`config.mk`:
```
export PLATFORM = sky130hd
export DESIGN_NAME = superalu_top
export DESIGN_NICKNAME = d
export VERILOG_FILES = /design/src/superalu_pkg.sv /design/src/alu_cmd_regs.sv /design/src/alu_datapath.sv /design/src/superalu_top.sv
export SDC_FILE = /design/constraint.sdc
export NUM_CORES = 1
export LEC_CHECK = 0
export BUFFER_PORTS_ARGS = -buffer_cell sky130_fd_sc_hd__buf_2
export CAP_MARGIN = 15
export CORE_MARGIN = 8
export CORE_UTILIZATION = 31
export CTS_BUF_LIST = sky130_fd_sc_hd__clkbuf_4
export DETAILED_ROUTE_END_ITERATION = 12
export GPL_ROUTABILITY_DRIVEN = 0
export PLACE_DENSITY = 0.46
export SKIP_LAST_GASP = 1
export SYNTH_ARGS = -nofsm -noshare
export SYNTH_HDL_FRONTEND = slang
export SYNTH_SLANG_ARGS = --single-unit
```
`constraint.sdc`:
```
create_clock -name CLK -period 7.75 [get_ports CLK]
set_input_delay 1.1625 -clock CLK [delete_from_list [all_inputs] [get_ports CLK]]
set_output_delay 1.1625 -clock CLK [all_outputs]
set_load 0.03 [all_outputs]
```
`src/superalu_pkg.sv`:
```
/*
 * superalu shared definitions
 * widths, op and mode codes, the working-word union and latencies
 */
package superalu_pkg;

    ////////////////////////////////////////////////////////////
    // widths
    ////////////////////////////////////////////////////////////
    localparam int DATA_W  = 13;              // operand and result word
    localparam int MPLR_W  = 8;               // multiplier fraction, also mul step count
    localparam int QUOT_W  = 9;               // quotient bits, also div step count
    localparam int CNT_W   = 4;               // step counter
    localparam int SPARE_W = 2*DATA_W - (DATA_W+1) - MPLR_W;  // pad of the mul view

    // operation select
    typedef enum logic {
        OP_MUL = 1'b0,
        OP_DIV = 1'b1
    } op_e;

    // mode field, meaning depends on op
    typedef logic [1:0] mode_t;

    localparam mode_t MUL_PURE   = 2'd0;     // X * 0.y
    localparam mode_t MUL_FRAC   = 2'd1;     // X * 1.y
    localparam mode_t MUL_DOUBLE = 2'd2;     // X * 2, code 3 behaves the same
    localparam mode_t DIV_K8     = 2'd0;     // X*2^8 / Y, code 3 behaves the same
    localparam mode_t DIV_K7     = 2'd1;     // X*2^7 / Y
    localparam mode_t DIV_K6     = 2'd2;     // X*2^6 / Y

    ////////////////////////////////////////////////////////////
    // working word, one register seen two ways
    ////////////////////////////////////////////////////////////
    typedef struct packed {
        logic [DATA_W:0]    acc;             // one guard bit above the result
        logic [MPLR_W-1:0]  mplr;            // multiplier, lsb consumed first
        logic [SPARE_W-1:0] spare;
    } mul_view_t;

    typedef struct packed {
        logic [DATA_W-1:0] rem;              // partial remainder
        logic [DATA_W-1:0] dq;               // dividend bits out, quotient bits in
    } div_view_t;

    typedef union packed {
        mul_view_t mul;
        div_view_t div;
    } work_word_u;

    // start edge to done edge
    localparam int LAT_MUL_ITER = 10;
    localparam int LAT_DIV_ITER = 11;
    localparam int LAT_SHORT    = 2;

endpackage

```
`src/alu_cmd_regs.sv`:
```
/*
 * superalu command block
 * latches op/mode on start, then sequences load, steps, finish and done
 */
`timescale 1ns/1ns

module alu_cmd_regs (
    input  logic                CLK,
    input  logic                RST_N,
    input  logic                start,
    input  superalu_pkg::op_e   op,
    input  superalu_pkg::mode_t mode,
    input  logic                sat,     // from datapath, load cycle only
    output superalu_pkg::op_e   op_q,
    output superalu_pkg::mode_t mode_q,
    output logic                load,
    output logic                step,
    output logic                finish,
    output logic                busy,
    output logic                done
);
    import superalu_pkg::*;

    logic             accept;            // start seen while idle
    logic [CNT_W-1:0] cnt_q;             // steps still to run
    logic [CNT_W-1:0] cnt_init;          // step count chosen at load

    assign accept = start & ~busy;       // start while busy is dropped
    assign step   = (cnt_q != '0);

    // iteration count from the latched command
    always_comb begin
        cnt_init = '0;
        if (op_q == OP_MUL) begin
            if (mode_q == MUL_PURE || mode_q == MUL_FRAC) begin
                cnt_init = CNT_W'(MPLR_W);   // shift-add over all fraction bits
            end                              // double needs no steps
        end else if (!sat) begin
            cnt_init = CNT_W'(QUOT_W);       // one step per quotient bit
        end
    end

    ////////////////////////////////////////////////////////////
    // sequencer
    ////////////////////////////////////////////////////////////
    always_ff @(posedge CLK or negedge RST_N) begin
        if (!RST_N) begin
            op_q   <= OP_MUL;
            mode_q <= '0;
            busy   <= 1'b0;
            load   <= 1'b0;
            cnt_q  <= '0;
            finish <= 1'b0;
            done   <= 1'b0;
        end else begin
            if (accept) begin
                op_q   <= op;
                mode_q <= mode;
            end

            if (accept) begin
                busy <= 1'b1;
            end else if (finish) begin
                busy <= 1'b0;                // drops together with done rising
            end

            load <= accept;                  // single pulse after start

            if (load) begin
                cnt_q <= cnt_init;
            end else if (step) begin
                cnt_q <= cnt_q - 1'b1;
            end

            // finish right after load when nothing to iterate, else after last step
            finish <= (load && cnt_init == '0) || (step && cnt_q == CNT_W'(1));
            done   <= finish;                // same edge the result is written
        end
    end

    // datapath sees one command per cycle
    a_ctl_onehot: assert property (@(posedge CLK) disable iff (!RST_N)
        $onehot0({load, step, finish}));

    a_done_no_step: assert property (@(posedge CLK) disable iff (!RST_N)
        !(done && step));

endmodule

```
`src/alu_datapath.sv`:
```
/*
 * superalu datapath
 * shift-add multiply and restoring divide on one working register,
 * saturation check at load and the result register
 */
`timescale 1ns/1ns

module alu_datapath (
    input  logic                        CLK,
    input  logic                        RST_N,
    input  logic [superalu_pkg::DATA_W-1:0] x_in,
    input  logic [superalu_pkg::DATA_W-1:0] y_in,
    input  logic                        load,
    input  logic                        step,
    input  logic                        finish,
    input  superalu_pkg::op_e           op_q,
    input  superalu_pkg::mode_t         mode_q,
    output logic                        sat,
    output logic [superalu_pkg::DATA_W-1:0] result
);
    import superalu_pkg::*;

    localparam int WORK_W = $bits(work_word_u);

    logic [DATA_W-1:0] x_q;              // multiplicand / dividend
    logic [DATA_W-1:0] y_q;              // multiplier / divisor
    work_word_u        work_q;
    logic              sat_q;            // divide saturated, held to finish

    logic              idle;
    logic              is_frac;
    logic              mul_iter;         // pure or frac, runs the steps
    logic [DATA_W+1:0] mul_sum;          // acc + X before the right shift
    logic [DATA_W-1:0] mul_res;
    logic [1:0]        sat_sh;           // 9-k
    logic [3:0]        dvd_sh;           // k plus alignment into the word
    logic [WORK_W-1:0] dvd_aligned;
    logic              sat_cmp;
    logic [DATA_W:0]   rem_sh;           // remainder after the left shift
    logic [DATA_W:0]   rem_sub;
    logic              rem_ge;
    logic [DATA_W-1:0] rem_next;
    logic [DATA_W-1:0] div_res;

    assign idle     = ~(load | step | finish);
    assign is_frac  = (mode_q == MUL_FRAC);
    assign mul_iter = (mode_q == MUL_PURE) | is_frac;

    ////////////////////////////////////////////////////////////
    // multiply
    ////////////////////////////////////////////////////////////
    assign mul_sum = {1'b0, work_q.mul.acc}
                   + (work_q.mul.mplr[0] ? {2'b0, x_q} : '0);
    // frac adds the integer 1.0 part, only low bits kept
    assign mul_res = work_q.mul.acc[DATA_W-1:0] + (is_frac ? x_q : '0);

    ////////////////////////////////////////////////////////////
    // divide
    ////////////////////////////////////////////////////////////
    always_comb begin
        case (mode_q)
            DIV_K7: begin
                sat_sh = 2'd2;
                dvd_sh = 4'd11;
            end
            DIV_K6: begin
                sat_sh = 2'd3;
                dvd_sh = 4'd10;
            end
            default: begin               // k8, code 3 too
                sat_sh = 2'd1;
                dvd_sh = 4'd12;
            end
        endcase
    end

    // quotient fits 9 bits only if X*2^k < 512*Y
    assign sat_cmp = (x_q >> sat_sh) >= y_q;   // y=0 always saturates
    assign sat     = load & (op_q == OP_DIV) & sat_cmp;

    // X*2^k placed so its low 9 bits sit at the top of dq
    assign dvd_aligned = WORK_W'(x_q) << dvd_sh;

    assign rem_sh   = {work_q.div.rem, work_q.div.dq[DATA_W-1]};
    assign rem_sub  = rem_sh - {1'b0, y_q};
    assign rem_ge   = (rem_sh >= {1'b0, y_q});
    assign rem_next = rem_ge ? rem_sub[DATA_W-1:0] : rem_sh[DATA_W-1:0];

    assign div_res  = sat_q ? DATA_W'({QUOT_W{1'b1}})
                            : {{(DATA_W-QUOT_W){1'b0}}, work_q.div.dq[QUOT_W-1:0]};

    ////////////////////////////////////////////////////////////
    // working register
    ////////////////////////////////////////////////////////////
    always_ff @(posedge CLK) begin
        if (idle) begin
            x_q <= x_in;                     // tracks inputs, frozen from load on
            y_q <= y_in;
        end

        if (load) begin
            if (op_q == OP_MUL) begin
                work_q.mul.acc   <= mul_iter ? '0 : {x_q, 1'b0};  // double is 2X now
                work_q.mul.mplr  <= y_q[MPLR_W-1:0];
                work_q.mul.spare <= '0;
            end else if (!sat_cmp) begin
                {work_q.div.rem, work_q.div.dq} <= dvd_aligned;
            end
        end else if (step) begin
            if (op_q == OP_MUL) begin
                work_q.mul.acc  <= mul_sum[DATA_W+1:1];            // add then halve
                work_q.mul.mplr <= work_q.mul.mplr >> 1;
            end else begin
                work_q.div.rem <= rem_next;
                work_q.div.dq  <= {work_q.div.dq[DATA_W-2:0], rem_ge};  // new q bit
            end
        end
    end

    always_ff @(posedge CLK or negedge RST_N) begin
        if (!RST_N) begin
            sat_q  <= 1'b0;
            result <= '0;
        end else begin
            if (load) begin
                sat_q <= sat;
            end
            if (finish) begin
                result <= (op_q == OP_MUL) ? mul_res : div_res;   // held until next finish
            end
        end
    end

    // saturation must make the command block skip every divide step
    a_sat_no_step: assert property (@(posedge CLK) disable iff (!RST_N)
        step |-> !sat_q);

endmodule

```
`src/superalu_top.sv`:
```
/*
 * superalu top level
 * command block steering the shared multiply/divide datapath
 */
`timescale 1ns/1ns

module superalu_top (
    input  logic                            CLK,
    input  logic                            RST_N,
    input  logic                            start,   // one-cycle strobe
    input  superalu_pkg::op_e               op,
    input  superalu_pkg::mode_t             mode,
    input  logic [superalu_pkg::DATA_W-1:0] x_in,
    input  logic [superalu_pkg::DATA_W-1:0] y_in,
    output logic [superalu_pkg::DATA_W-1:0] result,
    output logic                            done,    // one-cycle strobe
    output logic                            busy
);
    import superalu_pkg::*;

    op_e   op_q;
    mode_t mode_q;
    logic  load;
    logic  step;
    logic  finish;
    logic  sat;                          // divide overflow, load cycle

    alu_cmd_regs u_alu_cmd_regs (
        .CLK    (CLK),
        .RST_N  (RST_N),
        .start  (start),
        .op     (op),
        .mode   (mode),
        .sat    (sat),
        .op_q   (op_q),
        .mode_q (mode_q),
        .load   (load),
        .step   (step),
        .finish (finish),
        .busy   (busy),
        .done   (done)
    );

    alu_datapath u_alu_datapath (
        .CLK    (CLK),
        .RST_N  (RST_N),
        .x_in   (x_in),
        .y_in   (y_in),
        .load   (load),
        .step   (step),
        .finish (finish),
        .op_q   (op_q),
        .mode_q (mode_q),
        .sat    (sat),
        .result (result)
    );

endmodule

```
* Yosys cells after proc, flatten, opt, wreduce, memory -nomap -nowiden *
Index checks and enable logic that the tools add are counted.

storage, ports and cells
  logic and storage cells = 65
  input port bits = 32
  output and inout bits = 15
  register bits after elaboration = 77

cells by class
  add/subtract/negate cells = 4
  eq/ne operators = 4
  shifts and indexed selects = 2
  order comparisons = 2
  bitwise logic cells = 7
  reduce and logical (&&, ||, !) cells = 12
  multiplexer cells = 21

operators with widths
  kind                 count
  $mux 26              4
  $mux 13              4
  $shl 13x4->26        1
  $mux 4               6
  $mux 22              1
  $add 14x13->15       1
  $ge 14x13->1         1
  $mux 14              1
  $add 13x13->13       1
  $ge 13x13->1         1
  $shr 13x2->13        1
  $sub 13x13->13       1
  $mux 9               1
  $pmux 3 s2           1
  $reduce_bool 2->1    3
  $eq 4x1->1 const B   1
  $logic_not 4->1      1
  $pmux 2 s2           1
  $reduce_bool 4->1    1
  $sub 4x1->4 const B  1
  $and 1x1->1          3
  $ne 3x3->1 const B   1
  $or 1x1->1           3
  $reduce_and 3->1     1
  8 further kinds      11

* Depth between registers and ports, before layout *
Gate-level depths: netlist of the first run.

  word-level depth = 10
  mapped depth = 14
  depth with buffers taken out = 12

* Modules after synthesis *
Synthesis of the first run repeated with hierarchy kept, for this count alone.

unflattened totals
  cell total of the unflattened synthesis = 655
  area total of the unflattened synthesis = 6,234.7 um2

modules (own cells, without submodules)
  module        times used  sequential area each (um2)  cells each  area each (um2)
  alu_datapath  1           1,911.8                     614         5,744.3
  alu_cmd_regs  1           275.3                       41          490.5

* Worst setup path after synthesis of the first run *
No wires, ideal clock.

  kind = register to register
  from = register u_alu_cmd_regs.mode_q[0]
  to = register u_alu_datapath.work_q[10] (netlist name), enable pin
  setup time = 414 ps
  required time = 7,336 ps
  cell stages (with the launch flop) = 13
  arrival time = 4,311 ps
  clock period less this slack = 4,726 ps
  path buffers = 3
  setup slack = 3,024 ps
  path through = dfrtp_1 -> inv_1 -> ha_1 -> buf_1 -> clkbuf_1 -> buf_2 -> mux4_2 -> ha_1 -> a211oi_1 -> o21ai_0 -> a2111oi_0 -> o31ai_1 -> a31oi_1

between the ends
  word-level cells in the longest chain between the ends = 6
  elaborated cells between the ends (all ways) = 7
  those cells by class = 1 x order compare; 3 x eq/ne; 1 x shift; 1 x mux; 1 x reduce/logical

ends and longest elaborated chain
  what                                             RTL line            source
  start, declared                                  alu_cmd_regs.sv:15  output superalu_pkg::mode_t mode_q,
  start signal, assigned                           alu_cmd_regs.sv:58  mode_q <= mode;
  $eq 2x2->1 / $eq 2x1->1 (equally long branches)  alu_datapath.sv:61  case (mode_q)
  $pmux 2 s2 (*)                                   alu_datapath.sv:61
  $shr 13x2->13 (*)                                alu_datapath.sv:78  assign sat_cmp = (x_q >> sat_sh) >= y_q;
  $ge 13x13->1 (*)                                 alu_datapath.sv:78
  $ne 3x3->1 (no line) (*)                         -
  $reduce_and 2->1 (no line) (*)                   -
  end, declared                                    alu_datapath.sv:27  work_word_u work_q;

Every way passes the cells marked *; elsewhere a longest branch is shown, timed or not.
A chain may end at the register's enable or synchronous reset.

* Worst setup path after layout of the first run *
  from = register u_alu_cmd_regs.mode_q[1]
  to = register u_alu_datapath.work_q[20] (netlist name), enable pin

The elaborated chain is that of the path after synthesis.

==> results_dict.tcl, run 1 <==
set metrics [dict create \
    outcome "completed" \
    min_period_ns 4.68 \
    overflow 0 \
    regToRegSetupSlack_ns 3.07 \
    drt.antenna.violating_nets 0 \
    critPathRequiredTime_ns 7.87 \
    hp-class "flop to flop" \
    final.period_utilization_pct 60.4 \
    power.share.clock_pct 7.2 \
    clkLatencyLatePin_ns 0.45 \
    synth_ff_type "edfxtp_1" \
    setup_viol 0 \
    net_sw_power_mw 1.62 \
    synth.area.mux_share_pct 5.56 \
    combinationalPowerShare_pct 66.0 \
    vdd_drop_max_mv 0.212 \
    worst_slew_pin_slew_ns 0.874 \
    adder_and_majority_cell_fraction_of_the_synthesized_area_pct 12.2 \
    syn-num-nets 741 \
    post_drt_wl_per_cell_um 18.6 \
    cts_tree "yes" \
    synth.cell_area_um2 6120 \
    synthXorXnorAreaFrac_pct 4.15 \
    cellInternalPower_mw 1.62 \
    cts_inserted_buffers 9 \
    routed-via-count 5010 \
    worstReg2RegStart "u_alu_cmd_regs.mode_q[1]$_DFFE_PN0P_" \
    die_area_um2 24500 \
    worst_path_max_fanout 26 \
    initial_core_util_pct 31.5 \
    setup_total_negative_slack_ns 0 \
    seq_power_share_pct 26.8 \
    synth_simple_gate_area_share_pct 16.0 \
    dp_hpwl_um 13800 \
    std_cell_rows 51 \
    criticalPathCategory "flop to flop" \
    area_growth_pct 9.61 \
    dr.first_iter.drc_count 317 \
    numClockSinks 77 \
    yosys-top-cells-area "edfxtp_1, ha_1, dfrtp_1" \
    yosysTopAreaCellShare_pct 25.5 \
    ctsHtreeMaxLevel 3 \
    drcViolationCount 0 \
    vias_per_cell 5.26 \
    power.leakage_nw 2.84 \
    synth-async-reset-ratio_pct 32.5 \
    fmax_mhz 214 \
    cts.repair.resized 0 \
    hp-start "u_alu_datapath.result[7]$_DFFE_PN0P_" \
    compound_cell_area_share_of_the_yosys_netlist_pct 21.8 \
    layout.cell_area.non_filler_um2 6710 \
    synth_enable_flop_cells 52 \
    cts.path.max_buffers 2 \
    timing.max_slew.rel_slack_pct 41.8 \
    clockRootBuffer "clkbuf_4" \
    first_global_vias 5019 \
    drive_above_1_share_pct 13.4 \
    antenna_found_initial 1 \
    ys_seq_area_share_pct 35.7 \
    final_max_slew_viol_count 0 \
    number_of_nets_in_the_layout 772 \
    die_height_um 157 \
    die_wd_um 157 \
    hold_path_depth 1 \
    r2r.worst_path.cells 13 \
    count_of_final_hold_check_violations 0 \
    worstSetupEndpointType "flop" \
    avg_cell_area_syn_um2 9.40 \
    critical_path.reg2reg.endpoint "u_alu_datapath.work_q[20]$_DFFE_PP_" \
    cts.repair_timing.setup_buffer_count 0 \
    yosys_register_bits 77 \
    clk_pin_slew_worst_paths_ns 0.14 \
    port_buffers 46 \
    cp_data_arrival_time_ns 4.80 \
    drt_wl_total_um 17700 \
    core_region_area_um2 19400 \
    maxCapViolCount 0 \
    ctsHoldBuffers 0 \
    worst_hold_path.endpoint "u_alu_datapath.result[7]$_DFFE_PN0P_" \
    power.density_cell_area_nw_per_um2 483 \
    fin_skew_ns 0.0235 \
    placement.cell_area_um2 6590 \
    rsz0062_at_grt "false" \
    grt_start_max_net_pins 35 \
    grt_util_all_layers_pct 14.7 \
    synth_top_family_by_area "compound AO/OA/AOI/OAI gates" \
    netlist_instances 651 \
    detailedRoute.firstPassIterationCount 4 \
    swShare_pct 50.0 \
    pin_count 47 \
    start_kind "flop" \
    synth_cell_type_count 72 \
    synth.largest_area_cell "edfxtp_1" \
    wire_length_of_the_first_global_routing_pass_um 27900 \
    synthesis.yosys.warnings 0 \
]
==> per-stage QoR <==
step	setup slack, ns	hold slack, ns	util (%)	cells	power, mW
6_report	3.07	0.494	34.6	953	3.24
5_1_grt	2.59	0.529	34.6	953	3.54
4_1_cts	2.98	0.500	34.6	952	3.26
3_5_place_dp	3.02	0.466	33.9	936	3.01
3_3_place_gp	3.08	0.456	33.9	936	2.97
2_1_floorplan	3.02	0.390	-	651	2.48
==> worst max path at each step <==
stage                                              start                                   to  slack, ns  depth (start not counted)
finish              u_alu_cmd_regs.mode_q[1]$_DFFE_PN0P_  u_alu_datapath.work_q[20]$_DFFE_PP_       3.07                         13
global route        u_alu_cmd_regs.mode_q[1]$_DFFE_PN0P_  u_alu_datapath.work_q[20]$_DFFE_PP_       2.59                         13
CTS                 u_alu_cmd_regs.mode_q[1]$_DFFE_PN0P_  u_alu_datapath.work_q[20]$_DFFE_PP_       2.98                         13
detailed placement  u_alu_cmd_regs.mode_q[1]$_DFFE_PN0P_  u_alu_datapath.work_q[22]$_DFFE_PP_       3.02                         13
global placement    u_alu_cmd_regs.mode_q[1]$_DFFE_PN0P_  u_alu_datapath.work_q[22]$_DFFE_PP_       3.08                         13
floorplan           u_alu_cmd_regs.mode_q[0]$_DFFE_PN0P_  u_alu_datapath.work_q[10]$_DFFE_PP_       3.02                         12
==> cells in the final DEF (no fill, tap or decap), types with 7 or more instances in the layout <==
cell type	netlist	layout
buf_2	6	46
a21oi_1	48	48
nand2b_1	11	11
nor3_1	9	8
nand2_1	49	49
o21a_1	13	13
o221ai_1	7	7
a31oi_1	12	11
ha_1	55	55
xor2_1	11	11
nor2_1	41	41
inv_1	32	32
a211oi_1	10	10
nand3_1	11	11
clkbuf_4	0	10
nor2b_1	19	19
o211ai_1	8	8
a21o_1	15	15
edfxtp_1	52	52
and2_1	27	27
xnor2_1	18	18
mux2i_1	22	22
o21ai_0	38	38
dfrtp_1	25	24
==> cells in the mapped netlist (all sizes together) (10+ instances only) <==
master	number
a211oi	10
a21o	15
a21oi	49
a31oi	12
and2	28
buf	10
clkbuf	21
dfrtp	25
edfxtp	52
ha	55
inv	33
mux2i	22
nand2	49
nand2b	11
nand3	11
nor2	41
nor2b	19
o21a	13
o21ai	38
xnor2	18
xor2	11
==> kinds of logic after synthesis <==
kind of cell,after synthesis
adder cells (fa/ha/maj),58
buffers and inverters,65
multiplexers,31
flip-flops,77
XOR/XNOR,29
AO/OA/AOI/OAI,198
AND/OR/NAND/NOR,193
==> critical path: stages (launching register included) <==
cell and delay, ns:
dfrtp_1 0.39, inv_1 0.11, ha_1 0.72, clkinv_1 0.51, mux2_2 0.39, ha_1 0.26
nand2b_1 0.14, a21o_1 0.17, a21oi_1 0.13, o21ai_0 0.09, a2111oi_0 0.62, o31ai_1 0.26
a31oi_2 0.22, buf_4 0.32
==> registers in the layout (all words and copies together) (netlist names) <==
register / cells
u_alu_cmd_regs.mode_q: 2
u_alu_datapath.x_q: 13
u_alu_cmd_regs.op_q: 1
u_alu_cmd_regs.cnt_q: 4
u_alu_cmd_regs.busy: 1
u_alu_datapath.work_q: 26
u_alu_cmd_regs.load: 1
u_alu_datapath.sat_q: 1
u_alu_datapath.result: 13
u_alu_cmd_regs.done: 1
u_alu_cmd_regs.finish: 1
u_alu_datapath.y_q: 13
==> power by group through the flow <==
stage               logic [mW]  clock network, mW  registers, mW
floorplan                 1.64                  0          0.835
global placement          2.09                  0          0.878
detailed placement        2.13                  0          0.880
CTS                       2.15              0.243          0.871
global route              2.38              0.261          0.898
finish                    2.14              0.233          0.869
==> final cells by class <==
class	count	area [um2]
fillers	2055	12700
multi-input cells	509	3670
flip-flops and latches	77	2190
well taps	265	332
repair buffers	51	268
inverters	34	128
clock buffers	10	75.1
clock inverters	6	45.0
diodes	1	2.50
==> layer usage <==
metal	track usage, %	wire length, um	vias to the layer above
met1	19.9	8520	2440
met5	0	0	-
li1	-	-	2472
met3	2.15	610	9
met2	24.2	8400	89
met4	3.66	208	0
Note: power is estimated with default switching activity, not from simulation.
==> run 2, diff against run 1 <==
PLACE_DENSITY = 0.47   (was 0.46)
clock period = 4 ns   (was 7.75 ns; I/O delays follow)
==> run 2 against run 1 <==
Compared with the run above:
- via count increased by 0.42%
- largest power group unchanged
- critical endpoint is now u_alu_datapath.work_q[24]$_DFFE_PP_
- count of clock-buffer cells in the layout stayed put
- die area unchanged
- total power rose by 99%
==> results_dict.tcl, run 2 (same netlist as run 1, synthesis figures left out) <==
set metrics [dict create \
    cts_tree "yes" \
    clk_pin_slew_worst_paths_ns 0.15 \
    final-instance-count-excl-fill 961 \
    post_drt_wl_per_cell_um 18.2 \
    pin_count 47 \
    critPathRequiredTime_ns 4.16 \
    registers.top_by_ff_count "u_alu_datapath.work_q" \
    die_wd_um 157 \
    hp-class "input pin to async pin" \
    timing.max_slew.rel_slack_pct 38.1 \
    worst_path_max_fanout 18 \
    final.period_utilization_pct 90.7 \
    die_area_um2 24500 \
    cts.path.max_buffers 2 \
    die_height_um 157 \
    ctsHoldBuffers 0 \
    initial_core_util_pct 31.5 \
    clkLatencyLatePin_ns 0.45 \
    grt_start_max_net_pins 48 \
    cts.repair_timing.setup_buffer_count 0 \
    setup_viol 0 \
    start_kind "flop" \
    drive_above_1_share_pct 15.0 \
    port_buffers 46 \
    maxCapViolCount 0 \
    power.density_cell_area_nw_per_um2 943 \
    final_max_slew_viol_count 0 \
    drt_wl_total_um 17500 \
    most_frequent_cells_in_the_layout "ha_1, edfxtp_1, nand2_1" \
    detailedRoute.firstPassIterationCount 4 \
    fmax_mhz 276 \
    criticalPathCategory "flop to flop" \
    number_of_nets_in_the_layout 780 \
    min_period_ns 3.63 \
    clockRootBuffer "clkbuf_4" \
    dpl.cell_count 944 \
    antenna_found_initial 1 \
    count_of_final_hold_check_violations 0 \
    std_cell_rows 51 \
    max_reg_flops 26 \
    cp_data_arrival_time_ns 3.78 \
    dr.first_iter.drc_count 263 \
    pre_cts_slack_ns -0.0193 \
    vdd_drop_max_mv 0.363 \
    rsz0062_at_grt "false" \
    overflow 0 \
    final.fill_count 2043 \
    ctsHtreeMaxLevel 3 \
    wire_length_of_the_first_global_routing_pass_um 27400 \
    area_growth_pct 11.7 \
    first_global_vias 5000 \
    numClockSinks 77 \
    cts_inserted_buffers 9 \
    power.leakage_nw 2.90 \
    worst_slew_pin_slew_ns 0.929 \
    grt_util_all_layers_pct 14.4 \
    layout_commonest_cell "ha_1" \
    outcome "completed" \
    routed-via-count 5031 \
    core_region_area_um2 19400 \
    dp_hpwl_um 13700 \
    vias_per_cell 5.24 \
    fin_skew_ns 0.0250 \
    drcViolationCount 0 \
    worstSetupEndpointType "flop" \
    drt.antenna.violating_nets 0 \
    setup_ws_ns 0.370 \
]
## run 2: final cells by class
cell class	count	area, um2	area share, %
sequential	77	2190	32.0
clock inverter	6	68.8	1.01
multi-input combinational	509	3700	54.1
clock buffer	10	75.1	1.10
tap	265	332	4.85
inverter	34	128	1.87
antenna	1	2.50	0.0366
timing repair buffer	59	340	4.98
## run 2: power breakdown
part	leakage [nW]	switching, mW	total (mW)	internal [mW]
Combinational	2.00	2.48	4.28	1.79
Clock	0.0823	0.309	0.513	0.204
Sequential	0.821	0.375	1.66	1.28
Total	2.90	3.17	6.45	3.28
## run 2: path summary, 6_finish.rpt
| kind | startpoint | to | slack [ns] | cells past startpoint |
|---|---|---|---|---|
| max | u_alu_cmd_regs.mode_q[0]$_DFFE_PN0P_ | u_alu_datapath.work_q[24]$_DFFE_PP_ | 0.37 | 13 |
| min | RST_N | u_alu_datapath.result[8]$_DFFE_PN0P_ | 0.13 | 1 |
| max reg2reg | u_alu_cmd_regs.mode_q[0]$_DFFE_PN0P_ | u_alu_datapath.work_q[24]$_DFFE_PP_ | 0.37 | 13 |
| min reg2reg | u_alu_datapath.result[4]$_DFFE_PN0P_ | u_alu_datapath.result[4]$_DFFE_PN0P_ | 0.49 | 1 |
| max in group asynchronous | RST_N | u_alu_cmd_regs.load$_DFF_PN0_ | 3.46 | 1 |
| min in group CLK | x_in[1] | u_alu_datapath.x_q[1]$_DFFE_PN_ | 0.32 | 1 |
## run 2: timing repair
item | 4_1_cts | 5_1_grt
pin swaps | 0 | 0
gates cloned | 0 | 0
setup endpoints to repair | 4 | 26
gates resized for setup | 1 | 4
## run 2: worst max-delay path, stage by stage, from the launching register on
cell       delay, ns
dfrtp_1         0.39
inv_1           0.07
ha_2            0.50
mux2i_1         0.30
mux2_2          0.20
ha_1            0.21
nand2b_1        0.14
a21o_1          0.17
a21oi_1         0.15
o21ai_0         0.14
a2111oi_2       0.39
o31ai_2         0.20
a31oi_4         0.28
buf_12          0.20
## run 2: per-stage QoR
| step | total power [mW] | instance area (um2) | hold WS, ns | setup TNS, ns | utilization [%] |
|---|---|---|---|---|---|
| floorplan | 4.81 | 6140 | 0.304 | 0 | - |
| global placement | 5.83 | 6670 | 0.458 | 0 | 34.4 |
| detailed placement | 5.90 | 6670 | 0.464 | -0.0771 | 34.4 |
| CTS | 6.45 | 6820 | 0.112 | -0.000784 | 35.1 |
| global route | 7.02 | 6830 | 0.129 | 0 | 35.2 |
| finish | 6.45 | 6830 | 0.125 | 0 | 35.2 |
## run 2: layer usage
| layer | global-route usage (%) | vias up | part of all wire (%) |
|---|---|---|---|
| met4 | 5.31 | 0 | 2.1 |
| met5 | 0 | - | 0 |
| met1 | 18.9 | 2418 | 47 |
| li1 | - | 2490 | - |
| met3 | 2.15 | 23 | 3.5 |
| met2 | 23.3 | 100 | 47 |
